`config.mk`:
```
export PLATFORM = sky130hd
export DESIGN_NAME = axis_array_pkt_mon
export DESIGN_NICKNAME = d
export VERILOG_FILES = /design/src/design/pkt_mon_pkg.sv /design/src/design/axis_pkt_checker.sv /design/src/design/pkt_mon_regs.sv /design/src/design/axis_array_pkt_mon.sv
export SDC_FILE = /design/constraint.sdc
export NUM_CORES = 2
export LEC_CHECK = 0
export ABC_AREA = 1
export BUFFER_PORTS_ARGS = -buffer_cell sky130_fd_sc_hd__buf_2
export CAP_MARGIN = 0
export CORE_MARGIN = 2
export CORE_UTILIZATION = 59
export CTS_BUF_LIST = sky130_fd_sc_hd__clkbuf_2
export DETAILED_ROUTE_END_ITERATION = 16
export HOLD_SLACK_MARGIN = 0.06
export PLACE_DENSITY_LB_ADDON = 0.05
export SLEW_MARGIN = 20
export SYNTH_ARGS = -nofsm -noshare
export SYNTH_HDL_FRONTEND = slang
export SYNTH_SLANG_ARGS = --single-unit
```
`constraint.sdc`:
```
create_clock -name axis_in -period 4.31 [get_ports axis_in]
set_input_delay 0.862 -clock axis_in [delete_from_list [all_inputs] [get_ports axis_in]]
set_output_delay 0.862 -clock axis_in [all_outputs]
set_load 0.01 [all_outputs]
```
`src/design/pkt_mon_pkg.sv`:
```
/* widths, register map and checker states shared by the stream packet monitor
   every design module imports what it needs from here */
`default_nettype none

package pkt_mon_pkg;

    // stream array geometry
    localparam int num_ports = 4;
    localparam int data_bytes = 4;

    typedef logic [data_bytes*8-1:0] axis_data_t;
    typedef logic [data_bytes-1:0]   axis_keep_t;

    // packet length in bytes and statistics counter
    typedef logic [15:0] pkt_len_t;
    typedef logic [31:0] cnt_t;

    // AXI4-Lite register bus
    typedef logic [7:0]  reg_addr_t;
    typedef logic [31:0] reg_data_t;

    localparam logic [1:0] resp_okay = 2'b00;

    // register map
    localparam reg_addr_t ctrl_addr = 8'h00;
    localparam reg_addr_t mtu_addr = 8'h04;
    localparam reg_addr_t port_base = 8'h10;
    localparam reg_addr_t port_stride = 8'h10;

    // offsets inside one port block
    localparam reg_addr_t good_ofs = 8'h0;
    localparam reg_addr_t data_err_ofs = 8'h4;
    localparam reg_addr_t len_err_ofs = 8'h8;
    localparam reg_addr_t bytes_ofs = 8'hC;

    // length limit after reset
    localparam pkt_len_t mtu_reset = 16'd64;

    // drop means the packet already failed but is still being counted
    typedef enum logic [1:0] {
        idle,
        in_pkt,
        drop
    } chk_state_t;

endpackage

`default_nettype wire

```
`src/design/axis_pkt_checker.sv`:
```
/* packet checker for one AXI4-Stream port: follows incrementing payload bytes,
   sums the length and gives one result pulse per packet, a cycle after tlast */
`timescale 1ns/100ps
`default_nettype none

module axis_pkt_checker (
    input  wire logic                    axis_in,
    input  wire logic                    arst_n,
    input  wire logic                    tvalid,
    input  wire logic                    tready,
    input  wire pkt_mon_pkg::axis_data_t tdata,
    input  wire pkt_mon_pkg::axis_keep_t tkeep,
    input  wire logic                    tlast,
    input  wire pkt_mon_pkg::pkt_len_t   mtu_limit,
    output logic                         pkt_good,
    output logic                         pkt_data_err,
    output logic                         pkt_len_err,
    output pkt_mon_pkg::pkt_len_t        pkt_bytes
);
    import pkt_mon_pkg::*;

    chk_state_t state;
    logic [7:0] exp_byte;
    pkt_len_t   byte_cnt;

    logic       beat;
    logic [7:0] base_byte;
    pkt_len_t   base_cnt;
    pkt_len_t   beat_bytes;
    logic [16:0] byte_sum;
    pkt_len_t   run_bytes;
    logic       lane_err;
    logic       beat_err;
    logic       pkt_failed;

    // number of set tkeep bits, holes in the mask are not special
    function automatic pkt_len_t keep_count(input axis_keep_t keep);
        pkt_len_t n;
        n = '0;
        for (int i = 0; i < data_bytes; i++) begin
            n = n + pkt_len_t'(keep[i]);
        end
        return n;
    endfunction

    assign beat = tvalid & tready;

    // first beat seeds the expected sequence from its own lane 0
    assign base_byte = (state == idle) ? tdata[7:0] : exp_byte;
    assign base_cnt = (state == idle) ? '0 : byte_cnt;
    assign beat_bytes = keep_count(tkeep);

    // saturate so an endless packet cannot wrap below the limit
    assign byte_sum = {1'b0, base_cnt} + {1'b0, beat_bytes};
    assign run_bytes = byte_sum[16] ? '1 : byte_sum[15:0];

    always_comb begin
        lane_err = 1'b0;
        for (int i = 0; i < data_bytes; i++) begin
            if (tkeep[i] && (tdata[i*8 +: 8] != 8'(base_byte + i))) begin
                lane_err = 1'b1;
            end
        end
    end

    // only the final beat may be partial
    assign beat_err = lane_err | (~tlast & (tkeep != '1));
    assign pkt_failed = (state == drop) | beat_err;

    always_ff @(posedge axis_in or negedge arst_n) begin
        if (!arst_n) begin
            state <= idle;
            exp_byte <= '0;
            byte_cnt <= '0;
        end else if (beat) begin
            exp_byte <= base_byte + beat_bytes[7:0];
            byte_cnt <= run_bytes;
            case (state)
                idle, in_pkt: begin
                    if (tlast)
                        state <= idle;
                    else if (beat_err)
                        state <= drop;
                    else
                        state <= in_pkt;
                end
                drop: begin
                    if (tlast)
                        state <= idle;
                end
                default: state <= idle;
            endcase
        end
    end

    // result stage, a length error hides a data error
    always_ff @(posedge axis_in or negedge arst_n) begin
        if (!arst_n) begin
            pkt_good <= 1'b0;
            pkt_data_err <= 1'b0;
            pkt_len_err <= 1'b0;
        end else begin
            pkt_good <= 1'b0;
            pkt_data_err <= 1'b0;
            pkt_len_err <= 1'b0;
            if (beat && tlast) begin
                if (run_bytes > mtu_limit)
                    pkt_len_err <= 1'b1;
                else if (pkt_failed)
                    pkt_data_err <= 1'b1;
                else
                    pkt_good <= 1'b1;
            end
        end
    end

    always_ff @(posedge axis_in) begin
        if (beat && tlast)
            pkt_bytes <= run_bytes;
    end

endmodule

`default_nettype wire

```
`src/design/pkt_mon_regs.sv`:
```
/* AXI4-Lite register slave of the packet monitor: length limit, counter clear
   and four saturating statistics counters per port */
`timescale 1ns/100ps
`default_nettype none

module pkt_mon_regs (
    input  wire logic                                  axis_in,
    input  wire logic                                  arst_n,
    input  wire logic [pkt_mon_pkg::num_ports-1:0]     good,
    input  wire logic [pkt_mon_pkg::num_ports-1:0]     data_err,
    input  wire logic [pkt_mon_pkg::num_ports-1:0]     len_err,
    input  wire pkt_mon_pkg::pkt_len_t                 bytes [pkt_mon_pkg::num_ports],
    output pkt_mon_pkg::pkt_len_t                      mtu_limit,
    input  wire logic                                  awvalid,
    output logic                                       awready,
    input  wire pkt_mon_pkg::reg_addr_t                awaddr,
    input  wire logic                                  wvalid,
    output logic                                       wready,
    input  wire pkt_mon_pkg::reg_data_t                wdata,
    output logic                                       bvalid,
    input  wire logic                                  bready,
    output logic [1:0]                                 bresp,
    input  wire logic                                  arvalid,
    output logic                                       arready,
    input  wire pkt_mon_pkg::reg_addr_t                araddr,
    output logic                                       rvalid,
    input  wire logic                                  rready,
    output pkt_mon_pkg::reg_data_t                     rdata,
    output logic [1:0]                                 rresp
);
    import pkt_mon_pkg::*;

    cnt_t good_cnt [num_ports];
    cnt_t data_err_cnt [num_ports];
    cnt_t len_err_cnt [num_ports];
    cnt_t bytes_cnt [num_ports];

    logic      wr_fire;
    logic      ar_fire;
    logic      r_fire;
    logic      clear;
    reg_data_t rd_mux;

    function automatic cnt_t sat_add(input cnt_t a, input cnt_t b);
        logic [32:0] s;
        s = {1'b0, a} + {1'b0, b};
        return s[32] ? '1 : s[31:0];
    endfunction

    // address and data are taken together, one write at a time
    assign awready = awvalid & wvalid & ~bvalid;
    assign wready = awready;
    assign wr_fire = awready;
    assign bresp = resp_okay;
    assign rresp = resp_okay;

    assign clear = wr_fire && (awaddr == ctrl_addr) && wdata[0];

    always_ff @(posedge axis_in or negedge arst_n) begin
        if (!arst_n) begin
            bvalid <= 1'b0;
            mtu_limit <= mtu_reset;
        end else begin
            if (wr_fire)
                bvalid <= 1'b1;
            else if (bready)
                bvalid <= 1'b0;
            if (wr_fire && (awaddr == mtu_addr))
                mtu_limit <= wdata[15:0];
        end
    end

    // clear takes priority over a result landing in the same cycle
    always_ff @(posedge axis_in or negedge arst_n) begin
        if (!arst_n) begin
            for (int p = 0; p < num_ports; p++) begin
                good_cnt[p] <= '0;
                data_err_cnt[p] <= '0;
                len_err_cnt[p] <= '0;
                bytes_cnt[p] <= '0;
            end
        end else if (clear) begin
            for (int p = 0; p < num_ports; p++) begin
                good_cnt[p] <= '0;
                data_err_cnt[p] <= '0;
                len_err_cnt[p] <= '0;
                bytes_cnt[p] <= '0;
            end
        end else begin
            for (int p = 0; p < num_ports; p++) begin
                if (good[p])
                    good_cnt[p] <= sat_add(good_cnt[p], cnt_t'(1));
                if (data_err[p])
                    data_err_cnt[p] <= sat_add(data_err_cnt[p], cnt_t'(1));
                if (len_err[p])
                    len_err_cnt[p] <= sat_add(len_err_cnt[p], cnt_t'(1));
                // every finished packet adds its bytes, failed or not
                if (good[p] || data_err[p] || len_err[p])
                    bytes_cnt[p] <= sat_add(bytes_cnt[p], cnt_t'(bytes[p]));
            end
        end
    end

    assign ar_fire = arvalid & arready;
    assign r_fire = rvalid & rready;

    // arready stays low while a read response waits
    always_ff @(posedge axis_in or negedge arst_n) begin
        if (!arst_n) begin
            arready <= 1'b0;
            rvalid <= 1'b0;
        end else if (ar_fire) begin
            arready <= 1'b0;
            rvalid <= 1'b1;
        end else begin
            if (r_fire)
                rvalid <= 1'b0;
            arready <= ~rvalid | r_fire;
        end
    end

    // ctrl and unmapped addresses read as zero
    always_comb begin
        rd_mux = '0;
        if (araddr == mtu_addr)
            rd_mux = reg_data_t'(mtu_limit);
        for (int p = 0; p < num_ports; p++) begin
            if (araddr == reg_addr_t'(port_base + p*port_stride + good_ofs))
                rd_mux = good_cnt[p];
            if (araddr == reg_addr_t'(port_base + p*port_stride + data_err_ofs))
                rd_mux = data_err_cnt[p];
            if (araddr == reg_addr_t'(port_base + p*port_stride + len_err_ofs))
                rd_mux = len_err_cnt[p];
            if (araddr == reg_addr_t'(port_base + p*port_stride + bytes_ofs))
                rd_mux = bytes_cnt[p];
        end
    end

    always_ff @(posedge axis_in) begin
        if (ar_fire)
            rdata <= rd_mux;
    end

endmodule

`default_nettype wire

```
`src/design/axis_array_pkt_mon.sv`:
```
/* top of the passive monitor for an array of AXI4-Stream ports
   one checker per port feeds the shared AXI4-Lite statistics block */
`timescale 1ns/100ps
`default_nettype none

module axis_array_pkt_mon (
    input  wire logic                                axis_in,
    input  wire logic                                arst_n,
    input  wire logic [pkt_mon_pkg::num_ports-1:0]   s_tvalid,
    input  wire logic [pkt_mon_pkg::num_ports-1:0]   s_tready,
    input  wire pkt_mon_pkg::axis_data_t             s_tdata [pkt_mon_pkg::num_ports],
    input  wire pkt_mon_pkg::axis_keep_t             s_tkeep [pkt_mon_pkg::num_ports],
    input  wire logic [pkt_mon_pkg::num_ports-1:0]   s_tlast,
    input  wire logic                                awvalid,
    output logic                                     awready,
    input  wire pkt_mon_pkg::reg_addr_t              awaddr,
    input  wire logic                                wvalid,
    output logic                                     wready,
    input  wire pkt_mon_pkg::reg_data_t              wdata,
    output logic                                     bvalid,
    input  wire logic                                bready,
    output logic [1:0]                               bresp,
    input  wire logic                                arvalid,
    output logic                                     arready,
    input  wire pkt_mon_pkg::reg_addr_t              araddr,
    output logic                                     rvalid,
    input  wire logic                                rready,
    output pkt_mon_pkg::reg_data_t                   rdata,
    output logic [1:0]                               rresp
);
    import pkt_mon_pkg::*;

    // per-port result pulses and their byte counts
    logic [num_ports-1:0] pkt_good;
    logic [num_ports-1:0] pkt_data_err;
    logic [num_ports-1:0] pkt_len_err;
    pkt_len_t             pkt_bytes [num_ports];
    pkt_len_t             mtu_limit;

    for (genvar p = 0; p < num_ports; p++) begin : g_chk
        axis_pkt_checker u_chk (
            .axis_in      (axis_in),
            .arst_n       (arst_n),
            .tvalid       (s_tvalid[p]),
            .tready       (s_tready[p]),
            .tdata        (s_tdata[p]),
            .tkeep        (s_tkeep[p]),
            .tlast        (s_tlast[p]),
            .mtu_limit    (mtu_limit),
            .pkt_good     (pkt_good[p]),
            .pkt_data_err (pkt_data_err[p]),
            .pkt_len_err  (pkt_len_err[p]),
            .pkt_bytes    (pkt_bytes[p])
        );
    end

    pkt_mon_regs u_regs (
        .axis_in   (axis_in),
        .arst_n    (arst_n),
        .good      (pkt_good),
        .data_err  (pkt_data_err),
        .len_err   (pkt_len_err),
        .bytes     (pkt_bytes),
        .mtu_limit (mtu_limit),
        .awvalid   (awvalid),
        .awready   (awready),
        .awaddr    (awaddr),
        .wvalid    (wvalid),
        .wready    (wready),
        .wdata     (wdata),
        .bvalid    (bvalid),
        .bready    (bready),
        .bresp     (bresp),
        .arvalid   (arvalid),
        .arready   (arready),
        .araddr    (araddr),
        .rvalid    (rvalid),
        .rready    (rready),
        .rdata     (rdata),
        .rresp     (rresp)
    );

endmodule

`default_nettype wire

```
==> results.md <==
- Of the total power, registers draw 39.9%.
- In this run, placement finished with an instance count of 9373.
- The overall via count from detail_route is 57600.
- In this run, the combinational gates consume 37.2% of the power.
- The switching share of power is 42.4%.
- After synthesis, the share of flip-flops with an asynchronous set or reset is 87.1%.
- After floorplanning, the core was divided into 111 placement rows.
- The critical path buffer and inverter count is 6.
- The overall die height is 308 um.
- After filler insertion, the fill cell instance count of the layout stands at 8155.
- The I/O pin count is 252.
- The cell count of the worst reg-to-reg path is 18.
- The worst voltage drop across the vdd grid is 0.297 mV.
- The portion of the clock cycle consumed by the worst path in the final layout is 94.6%.
- The origin of the worst min-delay path is s_tlast[0].
- The worst setup path is launched from a register.
- The relative slew slack is 26.7%.
- The first global-routing pass estimated 288000 um of wire.
- The max-capacitance violation count is 0.
- The area growth from synthesis to layout is 14.0%.
- At the pin with the least slew margin, the transition time is 1100 ps.
- The endpoint identified for the worst register-to-register timing path is g_chk[3].u_chk.pkt_data_err.
- The finished cells cover 0.0622 mm2.
- Sequential elements use 34.9% of the synthesized area.
- Once the floorplan was initialized, standard cells occupied 59.6% of the core.
- The pin count of the biggest net entering global routing is 78.
- The proportion of power drawn by the clock network is 22.9%.
- The worst hold path was traced through 5 stages.
- The via count of the first global-routing pass is 52900.
- The slowest stage of the critical path belongs to the cell dlygate4sd3_1.
- In this design, the stage delay of the slowest critical-path cell is 610 ps.
- Among cell families on the critical path, the largest total delay comes from buffers and inverters.
- STA classifies the critical path endpoint as a register.
- After global routing the overflow that remains totals 0.
- The synthesis warning total is 0.
- The design draws 24.0 mW.
- The number of sinks driven by the clock tree is 743.
- The post-layout utilization of the core is 67.9%.
- The initial antenna violation count is 6.
- The number of standard cells after synthesis is 7922.
- Among the stages of the critical path, the cell type that occurs most often is nand2_1.
- In this run the tool buffered the top-level ports with 231 buffer cells.
- Internal power comes to 13.8 mW.
- The total track usage is 38.3%.
- In this run the worst path has a maximum fanout of 13.
- Registers take 0.0191 mm2.
- The net count of the finished layout is 8968.
- The total wire length after detailed routing is 184000 um.
- Setup repair after global routing left no endpoint under its margin.
- The per-cell routed wire length is 18.6 um.
- For this design the static power due to leakage is 31.2 nW.
- In this run, distinct cell masters in the synthesized netlist total 66.
- The final hold violation count is 0.
- Clock latency on the worst-skew pair, taken at its later pin, is 1620 ps.
- The floorplan step set the die width to 308 um.
- For the worst setup path, the data required time is 5740 ps.
- Cells with a size suffix above 1 make up 11.9% of the layout.
- Traced cell by cell, the critical path runs through nor2_4 > buf_4 > nand2_1 > o21ai_2 > inv_1 > nand2_1 > nand4_1 > nor2_1 > nand2_1 > nand2_1 > dlygate4sd3_1 > nand2_1 > a21oi_2 > dlygate4sd3_1 > nand4_1 > dlygate4sd3_1 > nand2_1 > inv_1.
- The tightest hold path in the finished design has a slack of 176 ps.
- The footprint of the multi-input gates is 0.0308 mm2.
- Leaving out fill and tap cells, the most frequent cells in the layout are nand2_1, inv_1, o21ai_0.
- The largest buffer count on any clock path is 3.
- The library cell used most frequently in the layout, excluding fill and tap cells, is nand2_1.
- The run finished with clean final reports.
- In this run, the number of DRC markers left after iteration 0 of detailed routing was 6909.
- The final routed DRC violation total is 0.
- The number of clock buffers added by TritonCTS is 201.
- The H-tree depth reported by CTS is 4.
- The maximum clock frequency is 0.245 GHz.
- The minimum clock period after layout is 4080 ps.
- Yosys mapped a number of flops with a built-in enable equal to 96.
- The iteration count of the initial detailed-routing pass is 8.
- In the final timing run, aggregate negative setup slack is 0 ps.
- At the worst endpoint, the arrival time is 5510 ps.
- Detailed placement ended at an HPWL of 137000 um.
- The mean cell area of the mapped netlist is 6.89 um2.
- The detail-routed via count per cell is 5.81.
- The master cell of the clock root buffer is clkbuf_2.
- The startpoint identified for the worst register-to-register timing path is g_chk[3].u_chk.state[0].
- The count of nets left with antenna violations once routing finished came out at 0.
- The die footprint is 0.0950 mm2.
- The worst setup margin is 233 ps.
- Before CTS, the worst setup slack after placement is -772 ps.
- The clock tree from TritonCTS is built.
- The power dissipated by switching net loads is 10.2 mW.
- The clock-pin transition on the worst setup and hold timing paths is 110 ps.
- The critical path start-end classification is reg -> reg.
- The class of the tightest hold or removal check is in -> reg.
- Setup slack on the worst reg-to-reg path comes out at 230 ps.
- The worst setup skew after layout is 120 ps.
- For hold timing, the worst endpoint is g_chk[0].u_chk.state[1].
- The max-slew violation count came to 0.
- The global placer's final weighted congestion is 1.03.
- The most used flip-flop cell after synthesis is dfrtp_1.
- The number of flip-flops and latches in the synthesized netlist is 743.
- For this design the ratio of total power to cell area is 386 mW/mm2.
- The area of the placeable core is 0.0917 mm2.
- The mapped cell area is 0.0546 mm2.
- Setup violations remaining at the end of the flow were counted as 0.
- The placed instances occupy a cell area of 0.0585 mm2.
- Leaving out filler cells and counting taps, the final layout contains 9911.
==> synthesized netlist by cell type (7+ instances only) <==
master / number / share of area, %
nand2_1: 2049 / 14
inv_1: 1077 / 7.4
o21ai_0: 898 / 8.2
nor2_1: 723 / 5.0
dfrtp_1: 646 / 30
nand3_1: 455 / 4.2
xor2_1: 305 / 4.9
nor3_1: 248 / 2.3
a21oi_1: 215 / 2.0
nand4_1: 199 / 2.3
ha_1: 188 / 4.3
clkbuf_1: 154 / 1.1
edfxtp_1: 96 / 5.3
xnor2_1: 65 / 1.0
nor4_1: 64 / 0.73
or2_2: 53 / 0.61
a22o_1: 49 / 0.79
o22ai_1: 39 / 0.45
buf_2: 31 / 0.28
nand3b_1: 30 / 0.41
o21ai_1: 27 / 0.25
nor2_2: 22 / 0.25
nor3_2: 22 / 0.40
o211ai_1: 20 / 0.27
o21ai_2: 20 / 0.32
a21o_1: 19 / 0.26
fa_1: 16 / 0.59
o31ai_1: 16 / 0.22
nand3_2: 15 / 0.27
buf_4: 14 / 0.19
a31oi_1: 13 / 0.15
inv_2: 12 / 0.082
a21boi_0: 11 / 0.15
nand2_2: 11 / 0.13
buf_1: 9 / 0.062
o21bai_1: 8 / 0.11
buf_6: 7 / 0.14
clkinv_1: 7 / 0.048
nor2_4: 7 / 0.14
nor3b_1: 7 / 0.096
==> registers in the layout, indices dropped and copies added (netlist names), 4 cells and up <==
signal,flops
u_regs.bytes_cnt,128
g_chk.u_chk.pkt_good,4
u_regs.data_err_cnt,128
g_chk.u_chk.pkt_data_err,4
u_regs.rdata,32
u_regs.mtu_limit,16
g_chk.u_chk.state,8
g_chk.u_chk.exp_byte,32
u_regs.len_err_cnt,128
u_regs.good_cnt,128
g_chk.u_chk.pkt_len_err,4
g_chk.u_chk.byte_cnt,64
g_chk.u_chk.pkt_bytes,64
==> cell type report <==
type                    instances  area share [%]
clock inverters                79           0.818
repair buffers                640            7.66
multi-input cells            5871            49.5
well taps                    1186            2.38
clock buffers                 286            2.30
flip-flops and latches        743            30.6
inverters                    1096            6.61
diodes                         10          0.0402
==> power groups by stage <==
stage / Combinational (mW) / Sequential [mW] / Clock, mW
2_1_floorplan: 6.45 / 9.10 / 0
3_3_place_gp: 8.38 / 9.59 / 0
3_5_place_dp: 8.58 / 9.60 / 0
4_1_cts: 8.76 / 9.47 / 5.57
5_1_grt: 10.1 / 9.67 / 5.93
6_report: 8.93 / 9.57 / 5.50
==> metal layers <==
layer / vias to the layer above / global-route usage [%] / wire length [um]
met1: 26900 / 55.6 / 79700
li1: 27300 / - / -
met5: - / 0 / 26
met4: 4 / 16.2 / 7620
met3: 465 / 7.12 / 19100
met2: 2959 / 56.0 / 77500
==> worst max path at each step <==
stage	start	to	slack, ps	cells after the start
2_1_floorplan	s_tkeep[9]	g_chk[1].u_chk.pkt_data_err	-210	27
3_3_place_gp	s_tkeep[1]	g_chk[3].u_chk.pkt_data_err	-680	31
3_5_place_dp	s_tkeep[1]	g_chk[3].u_chk.pkt_len_err	-770	29
5_1_grt	g_chk[3].u_chk.state[0]	g_chk[3].u_chk.pkt_data_err	10	19
6_report	g_chk[3].u_chk.state[0]	g_chk[3].u_chk.pkt_data_err	230	18
4_1_cts	g_chk[2].u_chk.state[1]	g_chk[2].u_chk.state[1]	60	17
==> worst min-delay path, stage by stage <==
cell	delay, ps
dlygate4sd3_1	520
buf_2	110
nor2_1	30
o21ai_0	140
nand2_1	60
==> kinds of logic after synthesis <==
family                     share of synthesized area, %
and+or+nand+nor                                    31.3
AOI/OAI and AO/OA                                  13.6
buffers and inverters                              9.27
DFF                                                34.9
xor gates and xnor gates                           5.98
adders and majority gates                          4.89
other                                           0.00687
==> repair_timing <==
item	in CTS	in global routing
hold endpoints to repair	696	0
buffers inserted	0	1
hold buffers	162	0
resized for setup	0	19
setup endpoints to repair	0	10
No activity file was read; power rests on OpenSTA's default activity.
